==> src/verilog/cache_geom_pkg.sv <==
`default_nettype none

package cache_geom_pkg;

    // bank layout
    localparam int NUM_BANKS = 4;
    localparam int BANK_BITS = 2;
    localparam int ROW_WORDS = 2;
    localparam int ROWS      = 128;
    localparam int ROW_BITS  = 7;

    localparam int WORD_BITS = 32;
    localparam int BYTE_BITS = 8;

    typedef logic [WORD_BITS-1:0]              word_t;
    typedef logic [ROW_WORDS*WORD_BITS-1:0]    row_data_t;
    typedef logic [ROW_WORDS*WORD_BITS/8-1:0]  row_mask_t;
    typedef logic [WORD_BITS/8-1:0]            word_mask_t;

    // {row, bank, lane}
    typedef logic [ROW_BITS+BANK_BITS:0]       word_addr_t;
    typedef logic [BANK_BITS-1:0]              bank_t;
    typedef logic [ROW_BITS-1:0]               row_addr_t;

    // one line is the same row across all banks
    typedef logic [ROW_BITS-1:0]               line_addr_t;

endpackage

`default_nettype wire

==> src/verilog/cache_ctrl_pkg.sv <==
`default_nettype none

package cache_ctrl_pkg;

    typedef enum logic [1:0] {
        idle,
        refill,
        evict_issue,
        evict_drain
    } fill_state_t;

    // one row per bank per line
    localparam int LINE_BEATS = 4;

    // bank read, request edge to output register
    localparam int READ_LATENCY = 2;

endpackage

`default_nettype wire

==> src/verilog/cache_port_if.sv <==
`default_nettype none

interface cache_port_if import cache_geom_pkg::*; ();

    logic      en;
    logic      we;
    bank_t     bank_sel;
    row_addr_t row;
    row_data_t data;
    row_mask_t wm;

    modport src (
        output en, we, bank_sel, row, data, wm
    );

    // router side, also watched by the read aligner
    modport bank (
        input en, we, bank_sel, row, data, wm
    );

endinterface

`default_nettype wire

==> src/verilog/read_align.sv <==
`default_nettype none

module read_align import cache_geom_pkg::*, cache_ctrl_pkg::*; (
    input  logic       clk,
    input  logic       rst_n,
    input  logic       ld_accept,
    input  word_addr_t ld_addr,
    cache_port_if.bank evict_rd_port,
    input  row_data_t  bank_rd_data [NUM_BANKS],
    output logic       ld_valid,
    output word_t      ld_data,
    output logic       evict_valid,
    output row_data_t  evict_data
);

    localparam int LAST = READ_LATENCY - 1;

    logic [READ_LATENCY-1:0] ld_vld_q;
    logic [READ_LATENCY-1:0] ev_vld_q;
    logic [READ_LATENCY-1:0] ld_lane_q;
    bank_t                   ld_bank_q [READ_LATENCY];
    bank_t                   ev_bank_q [READ_LATENCY];
    row_data_t               ld_row;

    always_ff @(posedge clk) begin
        if (!rst_n) begin
            ld_vld_q <= '0;
            ev_vld_q <= '0;
        end else begin
            ld_vld_q <= {ld_vld_q[LAST-1:0], ld_accept};
            ev_vld_q <= {ev_vld_q[LAST-1:0], evict_rd_port.en && !evict_rd_port.we};
        end
    end

    // select fields ride alongside the bank pipe
    always_ff @(posedge clk) begin
        ld_lane_q    <= {ld_lane_q[LAST-1:0], ld_addr[0]};
        ld_bank_q[0] <= ld_addr[BANK_BITS:1];
        ev_bank_q[0] <= evict_rd_port.bank_sel;
        for (int i = 1; i < READ_LATENCY; i++) begin
            ld_bank_q[i] <= ld_bank_q[i-1];
            ev_bank_q[i] <= ev_bank_q[i-1];
        end
    end

    assign ld_valid    = ld_vld_q[LAST];
    assign evict_valid = ev_vld_q[LAST];

    assign ld_row  = bank_rd_data[ld_bank_q[LAST]];
    assign ld_data = ld_row[ld_lane_q[LAST]*WORD_BITS +: WORD_BITS];

    assign evict_data = bank_rd_data[ev_bank_q[LAST]];

endmodule

`default_nettype wire

==> src/flat_wrapper.sv <==
// flat-port wrapper written by rule: the top's interface ports become plain ports
module read_align_flat import cache_geom_pkg::*, cache_ctrl_pkg::*;
  (clk, rst_n, ld_accept, ld_addr, bank_rd_data, ld_valid, ld_data, evict_valid, evict_data, evict_rd_port_en, evict_rd_port_we, evict_rd_port_bank_sel, evict_rd_port_row, evict_rd_port_data, evict_rd_port_wm);
  cache_port_if evict_rd_port_i ();
  input  logic clk;
  input  logic rst_n;
  input  logic ld_accept;
  input  word_addr_t ld_addr;
  input  row_data_t bank_rd_data[NUM_BANKS];
  output logic ld_valid;
  output word_t ld_data;
  output logic evict_valid;
  output row_data_t evict_data;
  input wire logic [$bits(evict_rd_port_i.en)-1:0] evict_rd_port_en;
  input wire logic [$bits(evict_rd_port_i.we)-1:0] evict_rd_port_we;
  input wire logic [$bits(evict_rd_port_i.bank_sel)-1:0] evict_rd_port_bank_sel;
  input wire logic [$bits(evict_rd_port_i.row)-1:0] evict_rd_port_row;
  input wire logic [$bits(evict_rd_port_i.data)-1:0] evict_rd_port_data;
  input wire logic [$bits(evict_rd_port_i.wm)-1:0] evict_rd_port_wm;
  assign evict_rd_port_i.en = evict_rd_port_en;
  assign evict_rd_port_i.we = evict_rd_port_we;
  assign evict_rd_port_i.bank_sel = evict_rd_port_bank_sel;
  assign evict_rd_port_i.row = evict_rd_port_row;
  assign evict_rd_port_i.data = evict_rd_port_data;
  assign evict_rd_port_i.wm = evict_rd_port_wm;
  read_align u_core (.clk(clk), .rst_n(rst_n), .ld_accept(ld_accept), .ld_addr(ld_addr), .evict_rd_port(evict_rd_port_i), .bank_rd_data(bank_rd_data), .ld_valid(ld_valid), .ld_data(ld_data), .evict_valid(evict_valid), .evict_data(evict_data));
endmodule
==> config.mk <==
export PLATFORM = sky130hd
export DESIGN_NAME = read_align_flat
export DESIGN_NICKNAME = d
export VERILOG_FILES = /design/src/verilog/cache_geom_pkg.sv /design/src/verilog/cache_ctrl_pkg.sv /design/src/verilog/cache_port_if.sv /design/src/verilog/read_align.sv /design/src/flat_wrapper.sv
export SDC_FILE = /design/constraint.sdc
export NUM_CORES = 1
export LEC_CHECK = 0
export BUFFER_PORTS_ARGS = -buffer_cell sky130_fd_sc_hd__buf_2
export CORE_AREA = 2 2 173 175
export DETAILED_ROUTE_END_ITERATION = 8
export DIE_AREA = 0 0 175 177
export SETUP_SLACK_MARGIN = 0.2
export SYNTH_ARGS = -nofsm -noshare
export SYNTH_HDL_FRONTEND = slang
export SYNTH_SLANG_ARGS = --single-unit
export TNS_END_PERCENT = 10
==> constraint.sdc <==
create_clock -name clk -period 1.7 [get_ports clk]
set_input_delay 0.17 -clock clk [delete_from_list [all_inputs] [get_ports clk]]
set_output_delay 0.17 -clock clk [all_outputs]
set_load 0.05 [all_outputs]
==> results.ini <==
[synth]
synth-seq-cells=14
syn_nets=562
seq_area_frac_synth_pct=7.205
ys_top_cells_by_count=mux4_2, mux4_1, mux2_2, dfxtp_1, buf_2
synth_edf_count=0
avgSynthCellArea_sq_um=18.52
yosys.cell_count.top_type=mux4_2
synth_top_area_share_pct=50.95
synth_ff_type=dfxtp_1
postSynthCellCount=210
synthDistinctLibCells=10
synth_top_area_cell=mux4_2
yosysWarnings=0
synthTopCellsByArea=mux4_2, mux4_1, mux2_2
ys_async_sr_fraction_pct=0
syn_area_sq_mm=0.003890

[clocking]
cts_tree=done
clk_path_buf_depth=2
hold_buffers=0
clock-sinks=14
cts_buffers=3
clk_pin_slew_ns=0.05
clock_latency_ns=0.24
cts_root_buffer=clkbuf_16
cts.htree.levels=1

[sta]
min_period_ns=2.089
worst_pin_slew_ns=0.2662
final-hold-violation-count=0
setup_violations=94
post-route-period-util_pct=122.9
setup_slack_ns=-0.3888
relSlewSlack_pct=82.37
drv_slew=0
fmax_mhz=478.7
finClkSkew_ns=0.0002466
rsz0062_at_grt=true

[power]
power_density_mw_per_mm2=536.2
power_w=0.003865
vdd_drop_max_mv=0.5361
power.leakage_nw=3.174

[worst_setup_path]
cp.arrival_ns=1.92
r2r_end=u_core.ev_vld_q[1]$_SDFF_PN0_
setup.worst_path.end_class=primary output
r2r_slack_ns=1.17
worstPathRequired_ns=1.53
critPathMaxStageDelay_ns=0.49
critical_path_class=flop to primary output
cp_slowest_cell=mux4_2
crit_buf_inv=4
r2r_cells=1
critical_path.top_delay_family=multiplexers
cp_cell_sequence=buf_12 -> buf_12 -> buf_16 -> mux4_2 -> mux2_4 -> buf_8
path_max_fanout=6
rr_startpoint=u_core.ev_vld_q[0]$_SDFF_PN0_
cp_common_cell=buf_12
startpoint_type=flop

[place]
dp_slack_ns=-0.2100
gp_congestion=0.8310
dp_hpwl_um=15280
portBuffers=363

[cells_and_area]
seq_area_sq_um=296.5
syn_to_final_growth_pct=85.30
multiInputGateArea_sq_mm=0.003391
nets=939
drive_gt1_share_pct=97.78
fill_cells=3063

[floorplanning]
pin_count=450
core.rowCount=63
coreArea_sq_mm=0.02924
die_area_sq_mm=0.03098
die_h_um=177
dieWidth_um=175
start_util_pct=13.30

[hold_path]
hold_end=u_core.ev_bank_q[0][0]$_DFF_P_
hold_path.class=input port to flop
whs_path_depth=1
hp-start=evict_rd_port_bank_sel[0]

[routing]
drtIter0Drc=194
via_count=4126
drtPass1Iterations=4
post_drt_via_cell_ratio=4.223
routed_wl_um=18470
wl_per_cell_um=18.90
ant_nets=0
drc_errors=0

[global_route]
globalRouteTotalUtil_pct=11.01
grt_pass1_vias=4508
antenna_found_initial=2
grt_pass1_wl_um=26400
gr-total-overflow=0
grt_max_degree=28

[run]
max_cap_violations=0

[run_status]
violations=setup timing
status=finished with violations

state kept, by name (all words and copies together) (netlist names):
signal	flops
u_core.ld_bank_q	4
u_core.ld_lane_q	2
u_core.ev_bank_q	4
u_core.ev_vld_q	2
u_core.ld_vld_q	2
cell type report:
class                           instances  area share (%)
Timing Repair Buffer                  404           40.81
Sequential cell                        14           4.114
Antenna cell                            1         0.03472
Tap cell                              390           6.770
Multi-Input combinational cell        164           47.04
Clock buffer                            4           1.232
layout by cell type (no fill, tap or decap):
cell / count
dfxtp_4: 4
dfxtp_2: 1
clkbuf_8: 1
diode_2: 1
and2_1: 3
buf_16: 5
dfxtp_1: 9
buf_8: 5
buf_6: 75
and3b_1: 1
mux2_4: 32
mux4_2: 128
clkbuf_16: 4
buf_2: 291
buf_12: 16
buf_4: 11
worst max-delay path by stage:
stage                       end                           start  cells past startpoint
finish              ld_data[13]  u_core.ld_bank_q[0][2]$_DFF_P_                      6
CTS                 ld_data[21]  u_core.ld_bank_q[0][2]$_DFF_P_                      6
detailed placement  ld_data[11]  u_core.ld_bank_q[0][2]$_DFF_P_                      4
global route        ld_data[13]  u_core.ld_bank_q[0][2]$_DFF_P_                      6
floorplan            ld_data[0]  u_core.ld_bank_q[0][2]$_DFF_P_                      4
global placement    ld_data[12]  u_core.ld_bank_q[0][2]$_DFF_P_                      4
power by group:
part | total [W] | switching (W) | internal, W
Combinational | 0.00302 | 0.00162 | 0.00140
Sequential | 0.000361 | 0.0000172 | 0.000344
Clock | 0.000485 | 0.000130 | 0.000356
Total | 0.00387 | 0.00177 | 0.00210
per-stage QoR:
stage | util [%] | hold slack, ns | instance area (sq um) | setup TNS [ns] | instances
3_3_place_gp | 21.67 | 0.2739 | 6337 | -4.004 | 958
6_report | 24.65 | 0.02846 | 7208 | -16.74 | 977
5_1_grt | 24.65 | 0.02735 | 7208 | -21.95 | 977
2_1_floorplan | - | 0.1977 | 3953 | 0 | 210
4_1_cts | 24.55 | 0.02598 | 7179 | -18.49 | 975
3_5_place_dp | 21.67 | 0.2741 | 6337 | -4.995 | 958
metal layers:
metal	part of all wire, %	vias up	global-route usage (%)
met1	40	2094	13.85
met4	1.6	2	1.944
met3	6.0	20	1.632
met5	0.070	-	0
li1	-	1781	-
met2	52	229	20.14
logic make-up (layout without fill, tap and decap cells):
| kind of cell | after synthesis | in the layout | share of synthesized area, % |
|---|---|---|---|
| buffers and inverters | 32 | 408 | 4.857 |
| muxes | 160 | 160 | 87.23 |
| DFF | 14 | 14 | 7.205 |
| and+or+nand+nor | 4 | 4 | 0.7077 |
| other | 0 | 1 | 0 |
repair_timing:
action | CTS | global route
gates resized for setup | 172 | 2
buffers inserted | 8 | 0
endpoints found under the setup margin | 96 | 96
gates cloned | 5 | 1
pin swaps | 0 | 0
Note: power is estimated with default switching activity, not from simulation.
