File: config.mk
export PLATFORM = sky130hd
export DESIGN_NAME = fill_engine_flat
export DESIGN_NICKNAME = d
export VERILOG_FILES = /design/src/verilog/cache_geom_pkg.sv /design/src/verilog/cache_ctrl_pkg.sv /design/src/verilog/cache_port_if.sv /design/src/verilog/fill_engine.sv /design/src/flat_wrapper.sv
export SDC_FILE = /design/constraint.sdc
export NUM_CORES = 1
export LEC_CHECK = 0
export CAP_MARGIN = 25
export CORE_AREA = 2 2 98 100
export DETAILED_ROUTE_END_ITERATION = 12
export DIE_AREA = 0 0 100 102
export DONT_BUFFER_PORTS = 1
export GPL_ROUTABILITY_DRIVEN = 1
export HOLD_SLACK_MARGIN = 0.02
export PLACE_DENSITY = 0.4
export SYNTH_ARGS = -nofsm -noshare
export SYNTH_HDL_FRONTEND = slang
export SYNTH_SLANG_ARGS = --single-unit
File: constraint.sdc
create_clock -name clk -period 2.8 [get_ports clk]
set_clock_uncertainty 0.05 [all_clocks]
set_input_delay 0.14 -clock clk [delete_from_list [all_inputs] [get_ports clk]]
set_output_delay 0.14 -clock clk [all_outputs]
set_load 0.02 [all_outputs]
File: src/verilog/cache_geom_pkg.sv
`default_nettype none

package cache_geom_pkg;

    // bank layout
    localparam int NUM_BANKS = 4;
    localparam int BANK_BITS = 2;
    localparam int ROW_WORDS = 2;
    localparam int ROWS      = 128;
    localparam int ROW_BITS  = 7;

    localparam int WORD_BITS = 32;
    localparam int BYTE_BITS = 8;

    typedef logic [WORD_BITS-1:0]              word_t;
    typedef logic [ROW_WORDS*WORD_BITS-1:0]    row_data_t;
    typedef logic [ROW_WORDS*WORD_BITS/8-1:0]  row_mask_t;
    typedef logic [WORD_BITS/8-1:0]            word_mask_t;

    // {row, bank, lane}
    typedef logic [ROW_BITS+BANK_BITS:0]       word_addr_t;
    typedef logic [BANK_BITS-1:0]              bank_t;
    typedef logic [ROW_BITS-1:0]               row_addr_t;

    // one line is the same row across all banks
    typedef logic [ROW_BITS-1:0]               line_addr_t;

endpackage

`default_nettype wire

File: src/verilog/cache_ctrl_pkg.sv
`default_nettype none

package cache_ctrl_pkg;

    typedef enum logic [1:0] {
        idle,
        refill,
        evict_issue,
        evict_drain
    } fill_state_t;

    // one row per bank per line
    localparam int LINE_BEATS = 4;

    // bank read, request edge to output register
    localparam int READ_LATENCY = 2;

endpackage

`default_nettype wire

File: src/verilog/cache_port_if.sv
`default_nettype none

interface cache_port_if import cache_geom_pkg::*; ();

    logic      en;
    logic      we;
    bank_t     bank_sel;
    row_addr_t row;
    row_data_t data;
    row_mask_t wm;

    modport src (
        output en, we, bank_sel, row, data, wm
    );

    // router side, also watched by the read aligner
    modport bank (
        input en, we, bank_sel, row, data, wm
    );

endinterface

`default_nettype wire

File: src/verilog/fill_engine.sv
`default_nettype none

module fill_engine import cache_geom_pkg::*, cache_ctrl_pkg::*; (
    input  logic       clk,
    input  logic       rst_n,
    input  logic       fill_start,
    input  line_addr_t fill_addr,
    input  logic       fill_valid,
    input  row_data_t  fill_data,
    input  logic       evict_start,
    input  line_addr_t evict_addr,
    output logic       fill_ready,
    cache_port_if.src  wr_port,
    cache_port_if.src  rd_port
);

    fill_state_t state;
    bank_t       beat;
    line_addr_t  line;

    assign fill_ready = (state == idle);

    always_ff @(posedge clk) begin
        if (!rst_n) begin
            state <= idle;
            beat  <= '0;
        end else begin
            case (state)
                idle: begin
                    beat <= '0;
                    if (fill_start) begin
                        state <= refill;
                    end else if (evict_start) begin
                        state <= evict_issue;
                    end
                end
                refill: begin
                    // beats may have gaps
                    if (fill_valid) begin
                        beat <= beat + 1'b1;
                        if (beat == bank_t'(LINE_BEATS - 1)) begin
                            state <= idle;
                        end
                    end
                end
                evict_issue: begin
                    beat <= beat + 1'b1;
                    if (beat == bank_t'(LINE_BEATS - 1)) begin
                        state <= evict_drain;
                    end
                end
                evict_drain: begin
                    // beat wrapped to 0, now counts the read pipe out
                    beat <= beat + 1'b1;
                    if (beat == bank_t'(READ_LATENCY - 1)) begin
                        state <= idle;
                    end
                end
                default: state <= idle;
            endcase
        end
    end

    // latch the line while idle, fill wins a tie
    always_ff @(posedge clk) begin
        if (fill_ready) begin
            line <= fill_start ? fill_addr : evict_addr;
        end
    end

    assign wr_port.en       = (state == refill) && fill_valid;
    assign wr_port.we       = 1'b1;
    assign wr_port.bank_sel = beat;
    assign wr_port.row      = line;
    assign wr_port.data     = fill_data;
    assign wr_port.wm       = '1;

    assign rd_port.en       = (state == evict_issue);
    assign rd_port.we       = 1'b0;
    assign rd_port.bank_sel = beat;
    assign rd_port.row      = line;
    assign rd_port.data     = '0;
    assign rd_port.wm       = '0;

endmodule

`default_nettype wire

File: src/flat_wrapper.sv
// flat-port wrapper written by rule: the top's interface ports become plain ports
module fill_engine_flat import cache_geom_pkg::*, cache_ctrl_pkg::*;
  (clk, rst_n, fill_start, fill_addr, fill_valid, fill_data, evict_start, evict_addr, fill_ready, wr_port_en, wr_port_we, wr_port_bank_sel, wr_port_row, wr_port_data, wr_port_wm, rd_port_en, rd_port_we, rd_port_bank_sel, rd_port_row, rd_port_data, rd_port_wm);
  cache_port_if wr_port_i ();
  cache_port_if rd_port_i ();
  input  logic clk;
  input  logic rst_n;
  input  logic fill_start;
  input  line_addr_t fill_addr;
  input  logic fill_valid;
  input  row_data_t fill_data;
  input  logic evict_start;
  input  line_addr_t evict_addr;
  output logic fill_ready;
  output wire logic [$bits(wr_port_i.en)-1:0] wr_port_en;
  output wire logic [$bits(wr_port_i.we)-1:0] wr_port_we;
  output wire logic [$bits(wr_port_i.bank_sel)-1:0] wr_port_bank_sel;
  output wire logic [$bits(wr_port_i.row)-1:0] wr_port_row;
  output wire logic [$bits(wr_port_i.data)-1:0] wr_port_data;
  output wire logic [$bits(wr_port_i.wm)-1:0] wr_port_wm;
  output wire logic [$bits(rd_port_i.en)-1:0] rd_port_en;
  output wire logic [$bits(rd_port_i.we)-1:0] rd_port_we;
  output wire logic [$bits(rd_port_i.bank_sel)-1:0] rd_port_bank_sel;
  output wire logic [$bits(rd_port_i.row)-1:0] rd_port_row;
  output wire logic [$bits(rd_port_i.data)-1:0] rd_port_data;
  output wire logic [$bits(rd_port_i.wm)-1:0] rd_port_wm;
  assign wr_port_en = wr_port_i.en;
  assign wr_port_we = wr_port_i.we;
  assign wr_port_bank_sel = wr_port_i.bank_sel;
  assign wr_port_row = wr_port_i.row;
  assign wr_port_data = wr_port_i.data;
  assign wr_port_wm = wr_port_i.wm;
  assign rd_port_en = rd_port_i.en;
  assign rd_port_we = rd_port_i.we;
  assign rd_port_bank_sel = rd_port_i.bank_sel;
  assign rd_port_row = rd_port_i.row;
  assign rd_port_data = rd_port_i.data;
  assign rd_port_wm = rd_port_i.wm;
  fill_engine u_core (.clk(clk), .rst_n(rst_n), .fill_start(fill_start), .fill_addr(fill_addr), .fill_valid(fill_valid), .fill_data(fill_data), .evict_start(evict_start), .evict_addr(evict_addr), .fill_ready(fill_ready), .wr_port(wr_port_i), .rd_port(rd_port_i));
endmodule
==> results.sh <==
export IMPL_outcome="finished, final reports clean"
export IMPL_cts_sink_count=11
export IMPL_post_synth_instance_area_um2=1760
export IMPL_drcViolationCount=0
export IMPL_initial_utilization_pct=19.3
export IMPL_finalMaxSlewViolations=0
export IMPL_detail_route_iter0_violations=6
export IMPL_count_of_port_buffers_added_during_placement=0
export IMPL_floorplan_row_count=35
export IMPL_vdd_ir_drop_worst_mv=0.154
export IMPL_critPathCaptureType="register"
export IMPL_cts_repair_resized=0
export IMPL_wl_per_cell_um=10.5
export IMPL_route_final_wire_length_mm=2.51
export IMPL_clock_root_buffer="sky130_fd_sc_hd__clkbuf_8"
export IMPL_grt_start_max_net_pins=12
export IMPL_class_of_the_tightest_hold_or_removal_check="in -> reg"
export IMPL_count_of_fill_cells_added_during_filler_insertion=1044
export IMPL_finalWeightedCongestion=0.610
export IMPL_timing_slew_headroom_pct=62.7
export IMPL_critical_path_max_stage_delay_ns=0.67
export IMPL_yosysUniqueCellTypes=22
export IMPL_sequentialPowerShare_pct=44.9
export IMPL_finalSetupTns_ns=0
export IMPL_die_w_um=100
export IMPL_h_tree_depth=1
export IMPL_floorplan_core_area_um2=9110
export IMPL_timing_setup_critical_path_class="reg -> reg"
export IMPL_worst_path_max_delay_cell="sky130_fd_sc_hd__dfxtp_1"
export IMPL_total_grt_overflow=0
export IMPL_yosysSeqAreaShare_pct=16.5
export IMPL_clock_power_share_pct=29.4
export IMPL_synth_warnings=0
export IMPL_worst_slew_pin_transition_ns=0.558
export IMPL_grt_setup_unrepaired="false"
export IMPL_via_count=670
export IMPL_internal_power_w=0.000324
export IMPL_post_layout_total_power_w=0.000580
export IMPL_report_final_setup_viol=0
export IMPL_worst_case_clock_buffer_depth=2
export IMPL_timing_critical_path_arrival_ns=1.70
export IMPL_detailedRoute_firstPassIterationCount=2
export IMPL_crit_share_post_route_pct=57.9
export IMPL_achievable_frequency_ghz=0.617
export IMPL_required_ns=2.88
export IMPL_cellLeakagePower_nw=0.521
export IMPL_power_net_switching_w=0.000256
export IMPL_antenna_cells_inserted=0
export IMPL_area_contributors_post_synth="sky130_fd_sc_hd__buf_4 67%, sky130_fd_sc_hd__edfxtp_1 12%, sky130_fd_sc_hd__dfxtp_1 4.6%"
export IMPL_final_nets=215
export IMPL_cts_tree="built"
export IMPL_syn_area_per_cell_um2=8.75
export IMPL_postCtsSetupRepairBufs=0
export IMPL_final_antenna_net_count=0
export IMPL_synth_top_cell_area_share_pct=66.6
export IMPL_cts_buffers=3
export IMPL_clk_insertion_delay_late_ns=0.24
export IMPL_synth_seq_cells=11
export IMPL_antenna_violations_before_repair=0
export IMPL_die_area_um2=10200
export IMPL_grt_pass1_wl_mm=2.99
export IMPL_groute_usage_overall_pct=4.38
export IMPL_timing_critical_path_cells="inv_1 > ha_1 > and3b_1 > o31a_1"
export IMPL_cellPowerDensity_nw_per_um2=541
export IMPL_clk_pin_slew_worst_paths_ns=0.05
export IMPL_comb_power_share_pct=25.7
export IMPL_vias_in_the_first_global_route=490
export IMPL_layout_drive_gt1_share_pct=9.30
export IMPL_timing_hold_ws_ns=0.0318
export IMPL_post_drt_via_cell_ratio=2.79
export IMPL_syn2layout_area_growth_pct=-39.0
export IMPL_dp_hpwl_mm=1.97
export IMPL_setup_worst_path_start_class="register"
export IMPL_timing_max_cap_violations=0
export IMPL_top_level_ports=250
export IMPL_swShare_pct=44.1
export IMPL_dieHeight_um=102
export IMPL_hold_violations=0
export IMPL_timing_final_crit_period_ns=1.62
export IMPL_post_synth_inst_count=201
export IMPL_critPathMaxFanout=5
export IMPL_synth_largest_area_cell="sky130_fd_sc_hd__buf_4"
## routing by layer
| metal | vias to the layer above | part of all wire, % | global-route usage (%) |
|---|---|---|---|
| met4 | 0 | 7.1 | 4.95 |
| met3 | 32 | 16 | 3.28 |
| met1 | 282 | 28 | 3.30 |
| li1 | 251 | - | - |
| met5 | - | 0 | 0 |
| met2 | 105 | 49 | 6.76 |
## worst max-delay path: cells and delay by family, from the launching register on
kind                     cells  cell delay (ns)
AO/OA/AOI/OAI                1             0.23
adder cells (fa/ha/maj)      1             0.30
buffers and inverters        1             0.09
flip-flops                   1             0.67
AND/OR/NAND/NOR              1             0.17
## flip-flops by register name (all words and copies together) (netlist names)
register	flops
u_core.rd_port.row	7
u_core.rd_port.bank_sel	2
u_core.state	2
## Yosys cell counts
cell type                  number
sky130_fd_sc_hd__mux2_2         7
sky130_fd_sc_hd__buf_4        156
sky130_fd_sc_hd__a21boi_0       1
sky130_fd_sc_hd__edfxtp_1       7
sky130_fd_sc_hd__buf_2          1
sky130_fd_sc_hd__nor2b_1        3
sky130_fd_sc_hd__nand2b_1       1
sky130_fd_sc_hd__and4bb_1       2
sky130_fd_sc_hd__o31a_1         2
sky130_fd_sc_hd__nor3b_1        1
sky130_fd_sc_hd__nand2_1        1
sky130_fd_sc_hd__conb_1         2
sky130_fd_sc_hd__nor2_1         1
sky130_fd_sc_hd__mux2i_1        1
sky130_fd_sc_hd__ha_1           2
sky130_fd_sc_hd__and2_1         1
sky130_fd_sc_hd__dfxtp_1        4
sky130_fd_sc_hd__o32ai_2        1
sky130_fd_sc_hd__buf_6          1
sky130_fd_sc_hd__o21a_1         1
sky130_fd_sc_hd__inv_1          1
sky130_fd_sc_hd__and3b_1        4
## final cells by class
class	count	area [um2]	area share, %
Tap cell	111	139	13.0
Sequential cell	11	290	27.1
Multi-Input combinational cell	111	577	53.8
Timing Repair Buffer	2	17.5	1.63
Inverter	1	3.75	0.350
Clock buffer	4	45.0	4.20
## kinds of logic (layout without fill, tap and decap cells)
family                   count (synthesis)  count (layout)  share of synthesized area, %
flip-flops                              11              11                          16.5
adder cells (fa/ha/maj)                  2               2                          1.42
AND/OR/NAND/NOR                         14              14                          6.05
buffers and inverters                  159               7                          67.8
multiplexers                             8               8                          5.05
other                                    2              82                         0.427
AO/OA/AOI/OAI                            5               5                          2.78
## through the flow
stage | instances | setup WS (ns) | area [um2] | utilization, %
4_1_cts | 240 | 1.15 | 1070 | 11.8
5_1_grt | 240 | 1.10 | 1070 | 11.8
2_1_floorplan | 281 | 1.35 | 2060 | -
6_report | 240 | 1.18 | 1070 | 11.8
3_5_place_dp | 235 | 1.16 | 1020 | 11.2
3_3_place_gp | 235 | 1.18 | 1020 | 11.2
## cells in the final DEF, fill, tap and decap left out
master and n:
sky130_fd_sc_hd__conb_1 82, sky130_fd_sc_hd__mux2_2 7, sky130_fd_sc_hd__edfxtp_1 7, sky130_fd_sc_hd__and3b_1 4, sky130_fd_sc_hd__dfxtp_1 4, sky130_fd_sc_hd__nor2b_1 3, sky130_fd_sc_hd__clkbuf_8 3, sky130_fd_sc_hd__and4bb_1 2
sky130_fd_sc_hd__o31a_1 2, sky130_fd_sc_hd__ha_1 2, sky130_fd_sc_hd__nor2_1 1, sky130_fd_sc_hd__inv_1 1, sky130_fd_sc_hd__nor3b_1 1, sky130_fd_sc_hd__a21boi_0 1, sky130_fd_sc_hd__o21a_1 1, sky130_fd_sc_hd__nand2_1 1
sky130_fd_sc_hd__and2_1 1, sky130_fd_sc_hd__nand2b_1 1, sky130_fd_sc_hd__mux2i_1 1, sky130_fd_sc_hd__o32ai_2 1, sky130_fd_sc_hd__clkbuf_1 1, sky130_fd_sc_hd__dlygate4sd3_1 1, sky130_fd_sc_hd__buf_4 1
## power by group through the flow
stage	clock, W	sequential [W]	combinational, W
2_1_floorplan	0	0.000231	0.000408
3_3_place_gp	0	0.000264	0.000147
3_5_place_dp	0	0.000264	0.000148
4_1_cts	0.000188	0.000261	0.000150
5_1_grt	0.000194	0.000266	0.000162
6_report	0.000171	0.000260	0.000149
## worst paths after layout
check / slack (ns) / endpoint / from / cells after the start
worst min register to register: 0.59 / u_core.state[0] / u_core.state[0] / 2
worst min-delay path: 0.03 / u_core.state[0] / rst_n / 2
worst max-delay path: 1.18 / u_core.rd_port.bank_sel[1] / u_core.rd_port.bank_sel[1] / 4
worst max register to register: 1.18 / u_core.rd_port.bank_sel[1] / u_core.rd_port.bank_sel[1] / 4
## timing repair
action,4_1_cts,5_1_grt
hold buffers,1,0
setup endpoints to repair,0,0
endpoints found under the hold margin,3,0
(Power assumes the default switching activity.)
